[config.mk]
export PLATFORM = sky130hd
export DESIGN_NAME = vid_core_top
export DESIGN_NICKNAME = d
export VERILOG_FILES = /design/src/vid_core_pkg.sv /design/src/bus_regs.sv /design/src/intr_ctrl.sv /design/src/video_timing.sv /design/src/color_out.sv /design/src/vid_core_top.sv
export VERILOG_INCLUDE_DIRS = /design/src
export SDC_FILE = /design/constraint.sdc
export NUM_CORES = 1
export LEC_CHECK = 0
export BUFFER_PORTS_ARGS = -buffer_cell sky130_fd_sc_hd__buf_4
export CAP_MARGIN = 20
export CORE_MARGIN = 8
export CORE_UTILIZATION = 50
export DETAILED_ROUTE_END_ITERATION = 12
export PLACE_DENSITY = 0.65
export SLEW_MARGIN = 15
export SYNTH_ARGS = -nofsm -noshare
export SYNTH_HDL_FRONTEND = slang
export SYNTH_SLANG_ARGS = --single-unit
[constraint.sdc]
create_clock -name clk -period 4.4 [get_ports clk]
set_clock_uncertainty 0.15 [all_clocks]
set_input_delay 0.88 -clock clk [delete_from_list [all_inputs] [get_ports clk]]
set_output_delay 0.88 -clock clk [all_outputs]
set_load 0.03 [all_outputs]
[src/vid_core_params.svh]
////////////////////
// widths, register map and video timing of the video core
// include in any file that needs a size or a register number
////////////////////
`ifndef VID_CORE_PARAMS_SVH
`define VID_CORE_PARAMS_SVH

`define VC_WORD_W           16      // cpu register word
`define VC_BYTE_W           8       // bus byte
`define VC_REG_NUM_W        4       // register number bits

`define VC_PAL_DEPTH        16      // palette entries
`define VC_PAL_IDX_W        4
`define VC_RGB_W            12      // 4 bits per gun

`define VC_INTR_W           2
`define VC_FRAME_INTR       0       // v_blank begins
`define VC_LINE_INTR        1       // line compare hit

// register numbers
`define VC_REG_SCRATCH      0
`define VC_REG_LINE_CMP     1
`define VC_REG_PAL_ADDR     2
`define VC_REG_PAL_DATA     3       // auto-increments PAL_ADDR on odd write
`define VC_REG_INT_CTRL     4       // even byte mask, odd byte status/clear
`define VC_REG_STATUS       5       // read only blank flags

`define VC_H_VISIBLE        16
`define VC_H_SYNC_START     18
`define VC_H_SYNC_END       20
`define VC_H_TOTAL          24
`define VC_V_VISIBLE        8
`define VC_V_SYNC_START     9
`define VC_V_SYNC_END       10
`define VC_V_TOTAL          12
`define VC_H_CNT_W          5
`define VC_V_CNT_W          4

`define VC_OUT_DELAY        2       // counter state to output ports

`endif

[src/vid_core_pkg.sv]
////////////////////
// types shared by the video core units
// reference as vid_core_pkg::name
////////////////////
`include "vid_core_params.svh"

package vid_core_pkg;

typedef logic [`VC_WORD_W-1:0]      word_t;     // cpu register word
typedef logic [`VC_BYTE_W-1:0]      byte_t;     // bus byte
typedef logic [`VC_REG_NUM_W-1:0]   reg_num_t;
typedef logic [`VC_PAL_IDX_W-1:0]   pal_idx_t;
typedef logic [`VC_RGB_W-1:0]       rgb_t;      // red in top nibble
typedef logic [`VC_H_CNT_W-1:0]     hcount_t;
typedef logic [`VC_V_CNT_W-1:0]     vcount_t;
typedef logic [`VC_INTR_W-1:0]      intr_t;     // bit 0 frame, bit 1 line

// bus side palette port
typedef struct packed {
    logic       wr;         // one cycle write strobe
    pal_idx_t   idx;        // write and read entry
    rgb_t       color;      // write colour
} pal_req_t;

// sync pulses are active low
typedef struct packed {
    logic       hsync;
    logic       vsync;
    logic       de;         // display enable
} sync_t;

// v_blank in bit 1, h_blank in bit 0
typedef struct packed {
    logic       v_blank;
    logic       h_blank;
} blank_t;

typedef enum logic [1:0] {
    BUS_IDLE,               // waiting for cs_n low
    BUS_ACCESS,             // read byte captured here
    BUS_HOLD                // waiting for cs_n high
} bus_phase_e;

endpackage

[src/bus_regs.sv]
////////////////////
// cpu byte bus register interface
// even byte is latched, odd byte commits the word
////////////////////
`include "vid_core_params.svh"

module bus_regs(
    input  logic                        clk,
    input  logic                        reset_i,
    input  logic                        bus_cs_n_i,     // chip select, active low
    input  logic                        bus_rd_nwr_i,   // 1 read, 0 write
    input  vid_core_pkg::reg_num_t      bus_reg_num_i,
    input  logic                        bus_bytesel_i,  // 0 even (high), 1 odd (low)
    input  vid_core_pkg::byte_t         bus_data_i,
    input  vid_core_pkg::rgb_t          pal_rd_data_i,  // entry at pal_req_o.idx
    input  vid_core_pkg::blank_t        blank_i,
    input  vid_core_pkg::intr_t         intr_status_i,
    output vid_core_pkg::byte_t         bus_data_o,
    output vid_core_pkg::pal_req_t      pal_req_o,
    output vid_core_pkg::vcount_t       line_cmp_o,
    output vid_core_pkg::intr_t         intr_mask_o,
    output vid_core_pkg::intr_t         intr_clear_o
);

localparam vid_core_pkg::reg_num_t REG_SCRATCH  = `VC_REG_SCRATCH;
localparam vid_core_pkg::reg_num_t REG_LINE_CMP = `VC_REG_LINE_CMP;
localparam vid_core_pkg::reg_num_t REG_PAL_ADDR = `VC_REG_PAL_ADDR;
localparam vid_core_pkg::reg_num_t REG_PAL_DATA = `VC_REG_PAL_DATA;
localparam vid_core_pkg::reg_num_t REG_INT_CTRL = `VC_REG_INT_CTRL;
localparam vid_core_pkg::reg_num_t REG_STATUS   = `VC_REG_STATUS;

vid_core_pkg::bus_phase_e   phase;
logic                       cs_n_s1;            // two flop synchronizers
logic                       cs_n_s2;
logic                       rd_nwr_s1;
logic                       rd_nwr_s2;
vid_core_pkg::reg_num_t     reg_num_s1;
vid_core_pkg::reg_num_t     reg_num_s2;
logic                       bytesel_s1;
logic                       bytesel_s2;
vid_core_pkg::byte_t        data_s1;
vid_core_pkg::byte_t        data_s2;

logic                       wr_strobe;          // one cycle per write access
vid_core_pkg::byte_t        even_latch;         // high byte waiting for odd write
vid_core_pkg::word_t        wr_word;
vid_core_pkg::word_t        rd_word;
vid_core_pkg::word_t        scratch;
vid_core_pkg::pal_idx_t     pal_addr;
logic                       pal_wr;
vid_core_pkg::pal_idx_t     pal_idx_q;          // pal_addr one cycle late
vid_core_pkg::rgb_t         pal_color_q;

always_ff @(posedge clk) begin
    if (reset_i) begin
        cs_n_s1 <= 1'b1;                        // so first low is a new access
        cs_n_s2 <= 1'b1;
    end else begin
        cs_n_s1 <= bus_cs_n_i;
        cs_n_s2 <= cs_n_s1;
    end
end

always_ff @(posedge clk) begin
    rd_nwr_s1  <= bus_rd_nwr_i;
    rd_nwr_s2  <= rd_nwr_s1;
    reg_num_s1 <= bus_reg_num_i;
    reg_num_s2 <= reg_num_s1;
    bytesel_s1 <= bus_bytesel_i;
    bytesel_s2 <= bytesel_s1;
    data_s1    <= bus_data_i;
    data_s2    <= data_s1;
end

// IDLE is only re-entered with cs_n high, so low here is a falling edge
assign wr_strobe = (phase == vid_core_pkg::BUS_IDLE) && !cs_n_s2 && !rd_nwr_s2;
assign wr_word   = {even_latch, data_s2};
assign pal_req_o = '{wr: pal_wr, idx: pal_idx_q, color: pal_color_q};

always_ff @(posedge clk) begin
    if (reset_i) begin
        phase        <= vid_core_pkg::BUS_IDLE;
        scratch      <= '0;
        line_cmp_o   <= '0;
        pal_addr     <= '0;
        pal_wr       <= 1'b0;
        intr_mask_o  <= '0;
        intr_clear_o <= '0;
    end else begin
        pal_wr       <= 1'b0;                   // strobes last one cycle
        intr_clear_o <= '0;
        case (phase)
            vid_core_pkg::BUS_IDLE:   if (!cs_n_s2) phase <= vid_core_pkg::BUS_ACCESS;
            vid_core_pkg::BUS_ACCESS: phase <= vid_core_pkg::BUS_HOLD;
            vid_core_pkg::BUS_HOLD:   if (cs_n_s2) phase <= vid_core_pkg::BUS_IDLE;
            default:                  phase <= vid_core_pkg::BUS_IDLE;
        endcase
        if (wr_strobe && !bytesel_s2 && reg_num_s2 == REG_INT_CTRL) begin
            intr_mask_o <= data_s2[`VC_INTR_W-1:0];
        end
        if (wr_strobe && bytesel_s2) begin
            case (reg_num_s2)
                REG_SCRATCH:  scratch    <= wr_word;
                REG_LINE_CMP: line_cmp_o <= wr_word[`VC_V_CNT_W-1:0];
                REG_PAL_ADDR: pal_addr   <= wr_word[`VC_PAL_IDX_W-1:0];
                REG_PAL_DATA: begin
                    pal_wr   <= 1'b1;
                    pal_addr <= pal_addr + 1'b1;            // wraps at 16
                end
                REG_INT_CTRL: intr_clear_o <= data_s2[`VC_INTR_W-1:0];   // odd byte alone
                default: ;                                  // STATUS read only
            endcase
        end
    end
end

always_ff @(posedge clk) begin
    if (wr_strobe && !bytesel_s2) begin
        even_latch <= data_s2;
    end
    pal_idx_q   <= pal_addr;                    // old address on the increment edge
    pal_color_q <= wr_word[`VC_RGB_W-1:0];
end

always_comb begin
    case (reg_num_s2)
        REG_SCRATCH:  rd_word = scratch;
        REG_LINE_CMP: rd_word = vid_core_pkg::word_t'(line_cmp_o);
        REG_PAL_ADDR: rd_word = vid_core_pkg::word_t'(pal_addr);
        REG_PAL_DATA: rd_word = vid_core_pkg::word_t'(pal_rd_data_i);
        REG_INT_CTRL: rd_word = {vid_core_pkg::byte_t'(intr_mask_o),
                                 vid_core_pkg::byte_t'(intr_status_i)};
        REG_STATUS:   rd_word = vid_core_pkg::word_t'(blank_i);     // odd bits 1:0
        default:      rd_word = '0;
    endcase
end

// read byte lands on the fourth edge after cs_n falls
always_ff @(posedge clk) begin
    if (phase == vid_core_pkg::BUS_ACCESS && rd_nwr_s2) begin
        bus_data_o <= bytesel_s2 ? rd_word[`VC_BYTE_W-1:0] : rd_word[`VC_WORD_W-1:`VC_BYTE_W];
    end
end

endmodule

[src/intr_ctrl.sv]
////////////////////
// interrupt pending status and bus interrupt pulse
////////////////////
`include "vid_core_params.svh"

module intr_ctrl(
    input  logic                    clk,
    input  logic                    reset_i,
    input  vid_core_pkg::intr_t     intr_trigger_i,     // one cycle source pulses
    input  vid_core_pkg::intr_t     intr_mask_i,        // 1 enables a source
    input  vid_core_pkg::intr_t     intr_clear_i,       // one cycle clear strobe
    output vid_core_pkg::intr_t     intr_status_o,      // pending, mask not applied
    output logic                    bus_intr_o
);

vid_core_pkg::intr_t    new_intr;   // enabled and not yet pending

assign new_intr = intr_trigger_i & intr_mask_i & ~intr_status_o;

always_ff @(posedge clk) begin
    if (reset_i) begin
        bus_intr_o    <= 1'b0;
        intr_status_o <= '0;
    end else begin
        bus_intr_o    <= |new_intr;    // single pulse per new event
        // clear wins over a trigger in the same cycle
        intr_status_o <= (intr_status_o | intr_trigger_i) & ~intr_clear_i;
    end
end

endmodule

[src/video_timing.sv]
////////////////////
// horizontal and vertical counters with sync, blank and enable
// outputs are registered from the next count, so they line up with it
////////////////////
`include "vid_core_params.svh"

module video_timing(
    input  logic                    clk,
    input  logic                    reset_i,
    input  vid_core_pkg::vcount_t   line_cmp_i,     // line for the compare interrupt
    output vid_core_pkg::pal_idx_t  pal_idx_o,      // stand-in for the vram fetch
    output vid_core_pkg::sync_t     sync_o,
    output vid_core_pkg::blank_t    blank_o,
    output vid_core_pkg::intr_t     intr_trigger_o  // one cycle pulses
);

localparam vid_core_pkg::hcount_t H_VISIBLE    = `VC_H_VISIBLE;
localparam vid_core_pkg::hcount_t H_SYNC_START = `VC_H_SYNC_START;
localparam vid_core_pkg::hcount_t H_SYNC_END   = `VC_H_SYNC_END;
localparam vid_core_pkg::hcount_t H_LAST       = `VC_H_TOTAL - 1;
localparam vid_core_pkg::vcount_t V_VISIBLE    = `VC_V_VISIBLE;
localparam vid_core_pkg::vcount_t V_SYNC_START = `VC_V_SYNC_START;
localparam vid_core_pkg::vcount_t V_SYNC_END   = `VC_V_SYNC_END;
localparam vid_core_pkg::vcount_t V_LAST       = `VC_V_TOTAL - 1;

vid_core_pkg::hcount_t  h_cnt;
vid_core_pkg::vcount_t  v_cnt;
vid_core_pkg::hcount_t  h_next;
vid_core_pkg::vcount_t  v_next;
logic                   h_vis;      // of the next count
logic                   v_vis;
logic                   col_zero;

always_comb begin
    h_next = (h_cnt == H_LAST) ? '0 : h_cnt + 1'b1;
    v_next = v_cnt;
    if (h_cnt == H_LAST) begin
        v_next = (v_cnt == V_LAST) ? '0 : v_cnt + 1'b1;     // end of line
    end
    h_vis    = (h_next < H_VISIBLE);
    v_vis    = (v_next < V_VISIBLE);
    col_zero = (h_next == '0);
end

always_ff @(posedge clk) begin
    if (reset_i) begin
        h_cnt          <= '0;
        v_cnt          <= '0;
        pal_idx_o      <= '0;
        sync_o         <= '{hsync: 1'b1, vsync: 1'b1, de: 1'b1};    // count 0 is visible
        blank_o        <= '0;
        intr_trigger_o <= '0;
    end else begin
        h_cnt          <= h_next;
        v_cnt          <= v_next;
        pal_idx_o      <= h_next[`VC_PAL_IDX_W-1:0] + v_next;
        sync_o.hsync   <= !(h_next >= H_SYNC_START && h_next < H_SYNC_END);  // active low
        sync_o.vsync   <= !(v_next >= V_SYNC_START && v_next < V_SYNC_END);
        sync_o.de      <= h_vis && v_vis;
        blank_o        <= '{v_blank: !v_vis, h_blank: !h_vis};
        intr_trigger_o[`VC_FRAME_INTR] <= col_zero && (v_next == V_VISIBLE);   // v_blank begins
        intr_trigger_o[`VC_LINE_INTR]  <= col_zero && (v_next == line_cmp_i);
    end
end

endmodule

[src/color_out.sv]
////////////////////
// colour palette and the aligned video output stage
// bus port writes and reads, video port looks up pixel colour
////////////////////
`include "vid_core_params.svh"

module color_out(
    input  logic                        clk,
    input  logic                        reset_i,
    input  vid_core_pkg::pal_req_t      pal_req_i,      // bus side palette port
    input  vid_core_pkg::pal_idx_t      pal_idx_i,      // pixel index from timing
    input  vid_core_pkg::sync_t         sync_i,         // aligned with pal_idx_i
    output vid_core_pkg::rgb_t          pal_rd_data_o,  // one cycle after idx
    output logic [`VC_RGB_W/3-1:0]      red_o,
    output logic [`VC_RGB_W/3-1:0]      green_o,
    output logic [`VC_RGB_W/3-1:0]      blue_o,
    output logic                        hsync_o,
    output logic                        vsync_o,
    output logic                        dv_de_o
);

vid_core_pkg::rgb_t     pal_mem [`VC_PAL_DEPTH];   // contents survive reset
vid_core_pkg::rgb_t     look_rgb;                   // video lookup result
vid_core_pkg::sync_t    sync_d [`VC_OUT_DELAY];     // sync delay line

// palette, one write port and two read ports
always_ff @(posedge clk) begin
    if (pal_req_i.wr) begin
        pal_mem[pal_req_i.idx] <= pal_req_i.color;
    end
    pal_rd_data_o <= pal_mem[pal_req_i.idx];
    look_rgb      <= pal_mem[pal_idx_i];
end

always_ff @(posedge clk) begin
    if (reset_i) begin
        for (int i = 0; i < `VC_OUT_DELAY; i++) begin
            sync_d[i] <= '{hsync: 1'b1, vsync: 1'b1, de: 1'b0};    // syncs idle high
        end
        {red_o, green_o, blue_o} <= '0;
    end else begin
        sync_d[0] <= sync_i;                    // alongside the lookup
        for (int i = 1; i < `VC_OUT_DELAY; i++) begin
            sync_d[i] <= sync_d[i-1];
        end
        // black outside the visible area
        if (sync_d[0].de) begin
            {red_o, green_o, blue_o} <= look_rgb;
        end else begin
            {red_o, green_o, blue_o} <= '0;
        end
    end
end

// last stage leaves with the rgb register
assign hsync_o = sync_d[`VC_OUT_DELAY-1].hsync;
assign vsync_o = sync_d[`VC_OUT_DELAY-1].vsync;
assign dv_de_o = sync_d[`VC_OUT_DELAY-1].de;

endmodule

[src/vid_core_top.sv]
////////////////////
// video core top, cpu bus in and video out
////////////////////
`include "vid_core_params.svh"

module vid_core_top(
    input  logic                        clk,
    input  logic                        reset_i,
    input  logic                        bus_cs_n_i,     // active low
    input  logic                        bus_rd_nwr_i,
    input  logic [`VC_REG_NUM_W-1:0]    bus_reg_num_i,
    input  logic                        bus_bytesel_i,
    input  logic [`VC_BYTE_W-1:0]       bus_data_i,
    output logic [`VC_BYTE_W-1:0]       bus_data_o,
    output logic                        bus_intr_o,     // one cycle pulse
    output logic [`VC_RGB_W/3-1:0]      red_o,
    output logic [`VC_RGB_W/3-1:0]      green_o,
    output logic [`VC_RGB_W/3-1:0]      blue_o,
    output logic                        hsync_o,
    output logic                        vsync_o,
    output logic                        dv_de_o
);

logic [`VC_PAL_IDX_W+`VC_RGB_W:0]   pal_req;        // wr, idx, colour
logic [`VC_RGB_W-1:0]               pal_rd_data;
logic [`VC_PAL_IDX_W-1:0]           pal_idx;
logic [2:0]                         sync;           // hsync, vsync, de
logic [1:0]                         blank;          // v_blank, h_blank
logic [`VC_V_CNT_W-1:0]             line_cmp;
logic [`VC_INTR_W-1:0]              intr_trigger;
logic [`VC_INTR_W-1:0]              intr_mask;
logic [`VC_INTR_W-1:0]              intr_clear;
logic [`VC_INTR_W-1:0]              intr_status;

bus_regs bus_regs(
    .clk(clk), .reset_i(reset_i),
    .bus_cs_n_i(bus_cs_n_i), .bus_rd_nwr_i(bus_rd_nwr_i),
    .bus_reg_num_i(bus_reg_num_i), .bus_bytesel_i(bus_bytesel_i),
    .bus_data_i(bus_data_i), .bus_data_o(bus_data_o),
    .pal_rd_data_i(pal_rd_data), .blank_i(blank), .intr_status_i(intr_status),
    .pal_req_o(pal_req), .line_cmp_o(line_cmp),
    .intr_mask_o(intr_mask), .intr_clear_o(intr_clear)
);

intr_ctrl intr_ctrl(
    .clk(clk), .reset_i(reset_i),
    .intr_trigger_i(intr_trigger), .intr_mask_i(intr_mask), .intr_clear_i(intr_clear),
    .intr_status_o(intr_status), .bus_intr_o(bus_intr_o)
);

video_timing video_timing(
    .clk(clk), .reset_i(reset_i), .line_cmp_i(line_cmp),
    .pal_idx_o(pal_idx), .sync_o(sync), .blank_o(blank), .intr_trigger_o(intr_trigger)
);

color_out color_out(
    .clk(clk), .reset_i(reset_i),
    .pal_req_i(pal_req), .pal_idx_i(pal_idx), .sync_i(sync), .pal_rd_data_o(pal_rd_data),
    .red_o(red_o), .green_o(green_o), .blue_o(blue_o),
    .hsync_o(hsync_o), .vsync_o(vsync_o), .dv_de_o(dv_de_o)
);

endmodule

=== Word-level counts from Yosys, hierarchy flattened ===
Memories as Yosys holds them, arrays and structs flattened. A register that Yosys moved wholly into a read port is not among the register bits.
Cells that the tools add are included.

* Add/subtract/negate cells: 4
* $mul: 0
* Div/mod/pow operators: 0
* Order comparisons: 6
* Equality and inequality tests: 13
* Shifts and indexed selects: 0
* Mux-type cells: 17
* Bitwise gates (word level): 11
* Reduce and logical (&&, ||, !) cells: 30

{| class="wikitable"
|+ Operators by type and width
! cell !! count
|-
| $pmux 16 s6 || 1
|-
| $logic_and 1x1->1 || 11
|-
| $lt 5x5->1 const B || 2
|-
| $add 4x1->4 const B || 2
|-
| $eq 4x2->1 const B || 2
|-
| $eq 4x3->1 const B || 2
|-
| $eq 4x4->1 const B || 2
|-
| $lt 4x4->1 const B || 2
|-
| $mux 4 || 2
|-
| $mux 8 || 1
|-
| $pmux 4 s2 || 1
|-
| $reduce_and 2->1 || 4
|-
| $logic_not 1->1 || 7
|-
| $and 2x2->2 || 3
|-
| $mux 1 || 6
|-
| $mux 3 || 2
|-
| $pmux 2 s3 || 1
|-
| $reduce_or 2->1 || 3
|-
| $add 5x1->5 const B || 1
|-
| $eq 5x5->1 const B || 1
|-
| $ge 5x5->1 const B || 1
|-
| $logic_not 5->1 || 1
|-
| $mux 5 || 1
|-
| $add 4x4->4 || 1
|-
| 16 further kinds || 21
|}

* Register bits: 128
* Bits in latches: 0
* Bits in writable memories: 198
* Bits in read-only memories: 0
* Logic and storage cells: 118
* Memories kept: 2

{| class="wikitable"
|+ Memory list
! name !! words !! width !! rd ports !! clocked after memory_dff !! write ports !! line !! RTL
|-
| color_out.pal_mem || 16 || 12 || 2 || 2 || 1 || color_out.sv:22 || <nowiki>vid_core_pkg::rgb_t pal_mem [`VC_PAL_DEPTH];</nowiki>
|-
| color_out.sync_d || 2 || 3 || 2 || 0 || 2 || color_out.sv:24 || <nowiki>vid_core_pkg::sync_t sync_d [`VC_OUT_DELAY];</nowiki>
|}

=== Longest topological paths before layout ===
* Depth after elaboration: 6
* Gate-level depth with buffers: 9
* Gate-level depth less buffers: 9

=== Hierarchy ===
A second synthesis with hierarchy kept.

* Cells, all modules: 862
* Area total of the unflattened synthesis: 13857.0 um^2

{| class="wikitable"
|+ By module, submodules not included
! module !! times used !! cells each !! area an instance (um^2)
|-
| color_out || 1 || 483 || 9730.6
|-
| bus_regs || 1 || 266 || 3071.7
|-
| video_timing || 1 || 103 || 957.2
|-
| intr_ctrl || 1 || 10 || 97.6
|}

=== Worst setup path after synthesis ===
No wires, ideal clock.

* Path kind: register to register
* Start: reg bus_regs.pal_idx_q[2]
* End: mem color_out.pal_mem[0][0] (netlist name) (enable)
* Library setup time: 0.396 ns
* Arrival: 2.142 ns
* Data required time: 3.854 ns
* Slack: 1.712 ns
* Stages on the path, launching flop included: 5
* Period minus slack after synthesis: 2.688 ns
* Path through: dfxtp_1 > buf_2 > buf_1 > or3b_2 > nor3_1

{| class="wikitable"
|+ RTL lines
! element !! line !! RTL
|-
| from (decl) || bus_regs.sv:51 || <nowiki>vid_core_pkg::pal_idx_t pal_idx_q;</nowiki>
|-
| from (signal assigned) || bus_regs.sv:121 || <nowiki>pal_idx_q <= pal_addr;</nowiki>
|-
| to (decl) || color_out.sv:22 ||
|}

No word-level cell before the write port.

=== Worst setup path in the final report ===
* Start: reg video_timing.h_cnt[0]
* End: reg video_timing.pal_idx_o[3]

* Cells in the longest elaborated chain, start to end: 3

{| class="wikitable"
|+ RTL lines
! element !! line !! RTL
|-
| from (decl) || video_timing.sv:26 || <nowiki>vid_core_pkg::hcount_t h_cnt;</nowiki>
|-
| from (signal assigned) || video_timing.sv:54 || <nowiki>h_cnt <= h_next;</nowiki>
|-
| $add 5x1->5 / $eq 5x5->1 (equally long branches) || video_timing.sv:35, video_timing.sv:37 ||
|-
| $mux 5 / $mux 4 (equally long branches) || video_timing.sv:35, video_timing.sv:37 ||
|-
| $add 4x4->4 (*) || video_timing.sv:56 || <nowiki>pal_idx_o <= h_next[`VC_PAL_IDX_W-1:0] + v_next;</nowiki>
|-
| to (signal assigned) || video_timing.sv:56 ||
|-
| to (decl) || video_timing.sv:11 || <nowiki>output vid_core_pkg::pal_idx_t pal_idx_o,</nowiki>
|}

Every way passes the cells marked *; elsewhere a longest branch is shown, timed or not.
A chain may end at the register's enable or synchronous reset.

==> summary.txt <==
Sw Share: 0.205
Starting Density: 0.507
die area: 32800 µm²
Top Usage Layer GRT: met2
CP arrival: 3090 ps
outcome: finished, final reports clean
post-CTS setup buffer count: 0
P_leak: 5.26 nW
CTS hold repair buffers: 0
mapped cell area: 13600 µm²
crit path time final: 2840 ps
CP Capture Type: flop
final number of setup-violating endpoints: 0
Post-synth ARST share: 0
initial drt markers: 964
Routed Antenna Nets: 0
YS warnings: 0
WP data required: 4660 ps
met1 GRT Util: 0.271
Syn Nets: 812
Post-DP HPWL: 20200 µm
FF+latch count, synth: 348
GR Util met2: 0.303
vias in the first global route: 7632
Mapped Cells: 788
post-synth cell types: 49
number of enable flip-flop cells after synthesis: 208
worst skew pair latency: 530 ps
Die Y: 181 µm
M3 GR Usage: 0.0421
Hold EP: bus_regs.data_s2[7]
via-per-instance ratio: 6.22
Seq/Total Area, Yosys: 0.664
Detailed Route WL: 31700 µm
Nets: 865
Max Freq: 353 MHz
Area growth, synth to finish: 15.4%
worst min-delay path class: flop to flop
DIE WIDTH: 181 µm
H-Tree Depth: 2
deepest clock path buffer count: 3
worst hold start: bus_regs.data_s1[7]
Root Buffer: clkbuf_16
crit path max fanout: 7
first-pass iteration count of the detailed router: 7
Combinational Power Share: 0.034
Global Route Usage Sum: 0.194
FF-to-FF End: video_timing.pal_idx_o[3]
layout cells sized above 1: 0.320
most used cell, CP: ha_1
Peak VDD IR: 0.306 mV
I/O Buffers: 40
pwr dens: 451 nW/µm²
Mean Syn Cell Area: 17.3 µm²
Clk pwr share: 0.462
Row Count: 60
worst r2r src: video_timing.h_cnt[0]
cell count of the worst reg-to-reg path: 9
initial antenna violation count: 1
clk sinks: 348
P_int: 0.00564 W
clock-pin slew on the worst setup and hold paths: 60 ps
routability congestion estimate: 0.828
gr ovfl total: 0
worst slew pin tran: 1020 ps
RSZ-0062 raised after global routing: no
first-pass GRT wire length: 48100 µm
power share of the sequential group: 0.503
hold path depth: 0
largest net degree at the start of global routing: 56
core area: 26900 µm²
final hold vios: 0
max incr delay on CP: 410 ps
worst-path cell chain: ha_1 > nand4b_4 > mux2i_2 > inv_1 > ha_1 > a21o_1 > a21oi_1 > xnor2_1 > mux2_2
Worst R2R Setup Slack: 1560 ps
MaxCap Viol Count: 0
cts repair resizes: 0
ys flop type: edfxtp_1
CP max-delay cell: dfxtp_1
Sw Pwr: 0.00146 W
fin crit share: 0.645
CTS tree: done
TNS Setup: 0 ps
Top Ports: 41
antenna cells: 0
total placed cells including tap cells: 1140
via count: 7544
Wirelength per Cell: 26.1 µm
final cell count without fillers: 1212
Pins Over Slew Limit: 0
number of buffers created by CTS: 38
DRC viols: 0
Setup Crit Path Kind: flop to flop
Slew HR: 0.320
Worst Setup Start Kind: flop
==> registers in the layout, summed over array words and instances (netlist names), 3 cells and up <==
name                     cells
bus_regs.scratch            16
video_timing.v_cnt           4
bus_regs.pal_addr            4
color_out.pal_rd_data_o     12
bus_regs.pal_color_q        12
video_timing.sync_o          3
color_out.green_o            4
bus_regs.data_s1             8
color_out.red_o              4
color_out.look_rgb          12
bus_regs.data_s2             8
video_timing.h_cnt           5
color_out.sync_d             6
color_out.pal_mem          192
color_out.blue_o             4
bus_regs.reg_num_s2          4
bus_regs.even_latch          8
bus_regs.bus_data_o          8
bus_regs.pal_idx_q           4
video_timing.pal_idx_o       4
bus_regs.line_cmp_o          4
bus_regs.reg_num_s1          4
==> worst max path at each step <==
stage / start / cells after the start / end
2_1_floorplan: bus_regs.pal_idx_q[2] / 4 / color_out.pal_mem[0][0]
3_3_place_gp: bus_regs.pal_idx_q[2] / 2 / color_out.pal_mem[7][11]
3_5_place_dp: video_timing.h_cnt[0] / 9 / video_timing.pal_idx_o[3]
4_1_cts: video_timing.h_cnt[0] / 9 / video_timing.pal_idx_o[3]
5_1_grt: video_timing.h_cnt[0] / 9 / video_timing.pal_idx_o[3]
6_report: video_timing.h_cnt[0] / 9 / video_timing.pal_idx_o[3]
==> worst max-delay path, delay by kind of cell (launching register included) <==
kind                       cells  cell delay (ps)
AOI/OAI and AO/OA              2              330
xor gates and xnor gates       1              160
adders and majority gates      2              640
buffers and inverters          1              140
DFF                            1              410
muxes                          2              700
and+or+nand+nor                1              190
==> layout by cell type (no fill, tap or decap), types with 4 or more instances in the layout <==
| cell type | Yosys | final |
|---|---|---|
| nand3b_1 | 5 | 5 |
| dfxtp_1 | 140 | 135 |
| a21oi_1 | 28 | 28 |
| nand2b_1 | 4 | 4 |
| clkinv_2 | 0 | 12 |
| and2_1 | 15 | 15 |
| edfxtp_1 | 208 | 208 |
| nand3_1 | 10 | 10 |
| inv_1 | 5 | 5 |
| mux4_2 | 124 | 124 |
| o21ai_0 | 9 | 9 |
| clkbuf_8 | 0 | 5 |
| nor2b_1 | 8 | 7 |
| ha_1 | 6 | 6 |
| nor2_2 | 0 | 7 |
| nor3_1 | 15 | 11 |
| buf_4 | 0 | 51 |
| a22oi_1 | 6 | 6 |
| a21o_1 | 4 | 4 |
| buf_8 | 0 | 4 |
| bufinv_16 | 0 | 4 |
| xnor2_1 | 4 | 4 |
| or2_2 | 6 | 6 |
| clkbuf_16 | 0 | 41 |
| clkbuf_1 | 22 | 6 |
| mux2i_1 | 11 | 11 |
| nand2_1 | 53 | 53 |
| nor2_1 | 41 | 34 |
==> layer usage <==
metal	share of wire	up-vias
met2	0.48	365
met1	0.41	3907
met4	0.018	2
met3	0.088	54
li1	-	3216
met5	0.00041	-
==> stage by stage <==
step / utilization / cell area, µm² / power (W) / hold slack, ps / setup WS [ps]
finish: 0.585 / 15700 / 0.00709 / 175 / 1560
global route: 0.585 / 15700 / 0.00731 / 178 / 1380
CTS: 0.584 / 15700 / 0.00715 / 177 / 1600
detailed placement: 0.535 / 14400 / 0.00388 / 164 / 1610
global placement: 0.531 / 14300 / 0.00387 / 164 / 1270
floorplan: - / 13600 / 0.00378 / 160 / 1710
==> cells by family after synthesis <==
| group | synth area share |
|---|---|
| mux | 0.216 |
| simple gates | 0.0657 |
| buf+inv | 0.0163 |
| xor+xnor | 0.00450 |
| fa+ha+maj | 0.00697 |
| flops | 0.664 |
| compound gates | 0.0272 |
==> power groups by stage <==
stage | clock network (W) | logic [W] | registers (W)
after floorplan | 0 | 0.000180 | 0.00360
after global placement | 0 | 0.000223 | 0.00365
after detailed placement | 0 | 0.000226 | 0.00365
after global routing | 0.00347 | 0.000259 | 0.00358
after CTS | 0.00334 | 0.000228 | 0.00358
final | 0.00328 | 0.000244 | 0.00357
==> synthesized netlist by cell type (6+ instances only) <==
| cell | instances | area share |
|---|---|---|
| a21oi_1 | 28 | 0.010 |
| a22oi_1 | 6 | 0.0033 |
| and2_1 | 15 | 0.0069 |
| buf_1 | 9 | 0.0025 |
| buf_2 | 13 | 0.0048 |
| clkbuf_1 | 22 | 0.0061 |
| dfxtp_1 | 140 | 0.21 |
| edfxtp_1 | 208 | 0.46 |
| ha_1 | 6 | 0.0055 |
| mux2i_1 | 11 | 0.0081 |
| mux4_2 | 124 | 0.20 |
| nand2_1 | 53 | 0.015 |
| nand3_1 | 10 | 0.0037 |
| nor2_1 | 41 | 0.011 |
| nor2b_1 | 8 | 0.0037 |
| nor3_1 | 15 | 0.0055 |
| o21ai_0 | 9 | 0.0033 |
| or2_2 | 6 | 0.0028 |
==> area by class of cell <==
class	count	area (µm²)
clock inverter	18	191
inverter	5	18.8
multi-input combinational	389	4410
sequential	348	9060
clock buffer	52	1120
tap	341	427
fill	1964	11100
timing repair buffer	59	504
(Power assumes the default switching activity.)
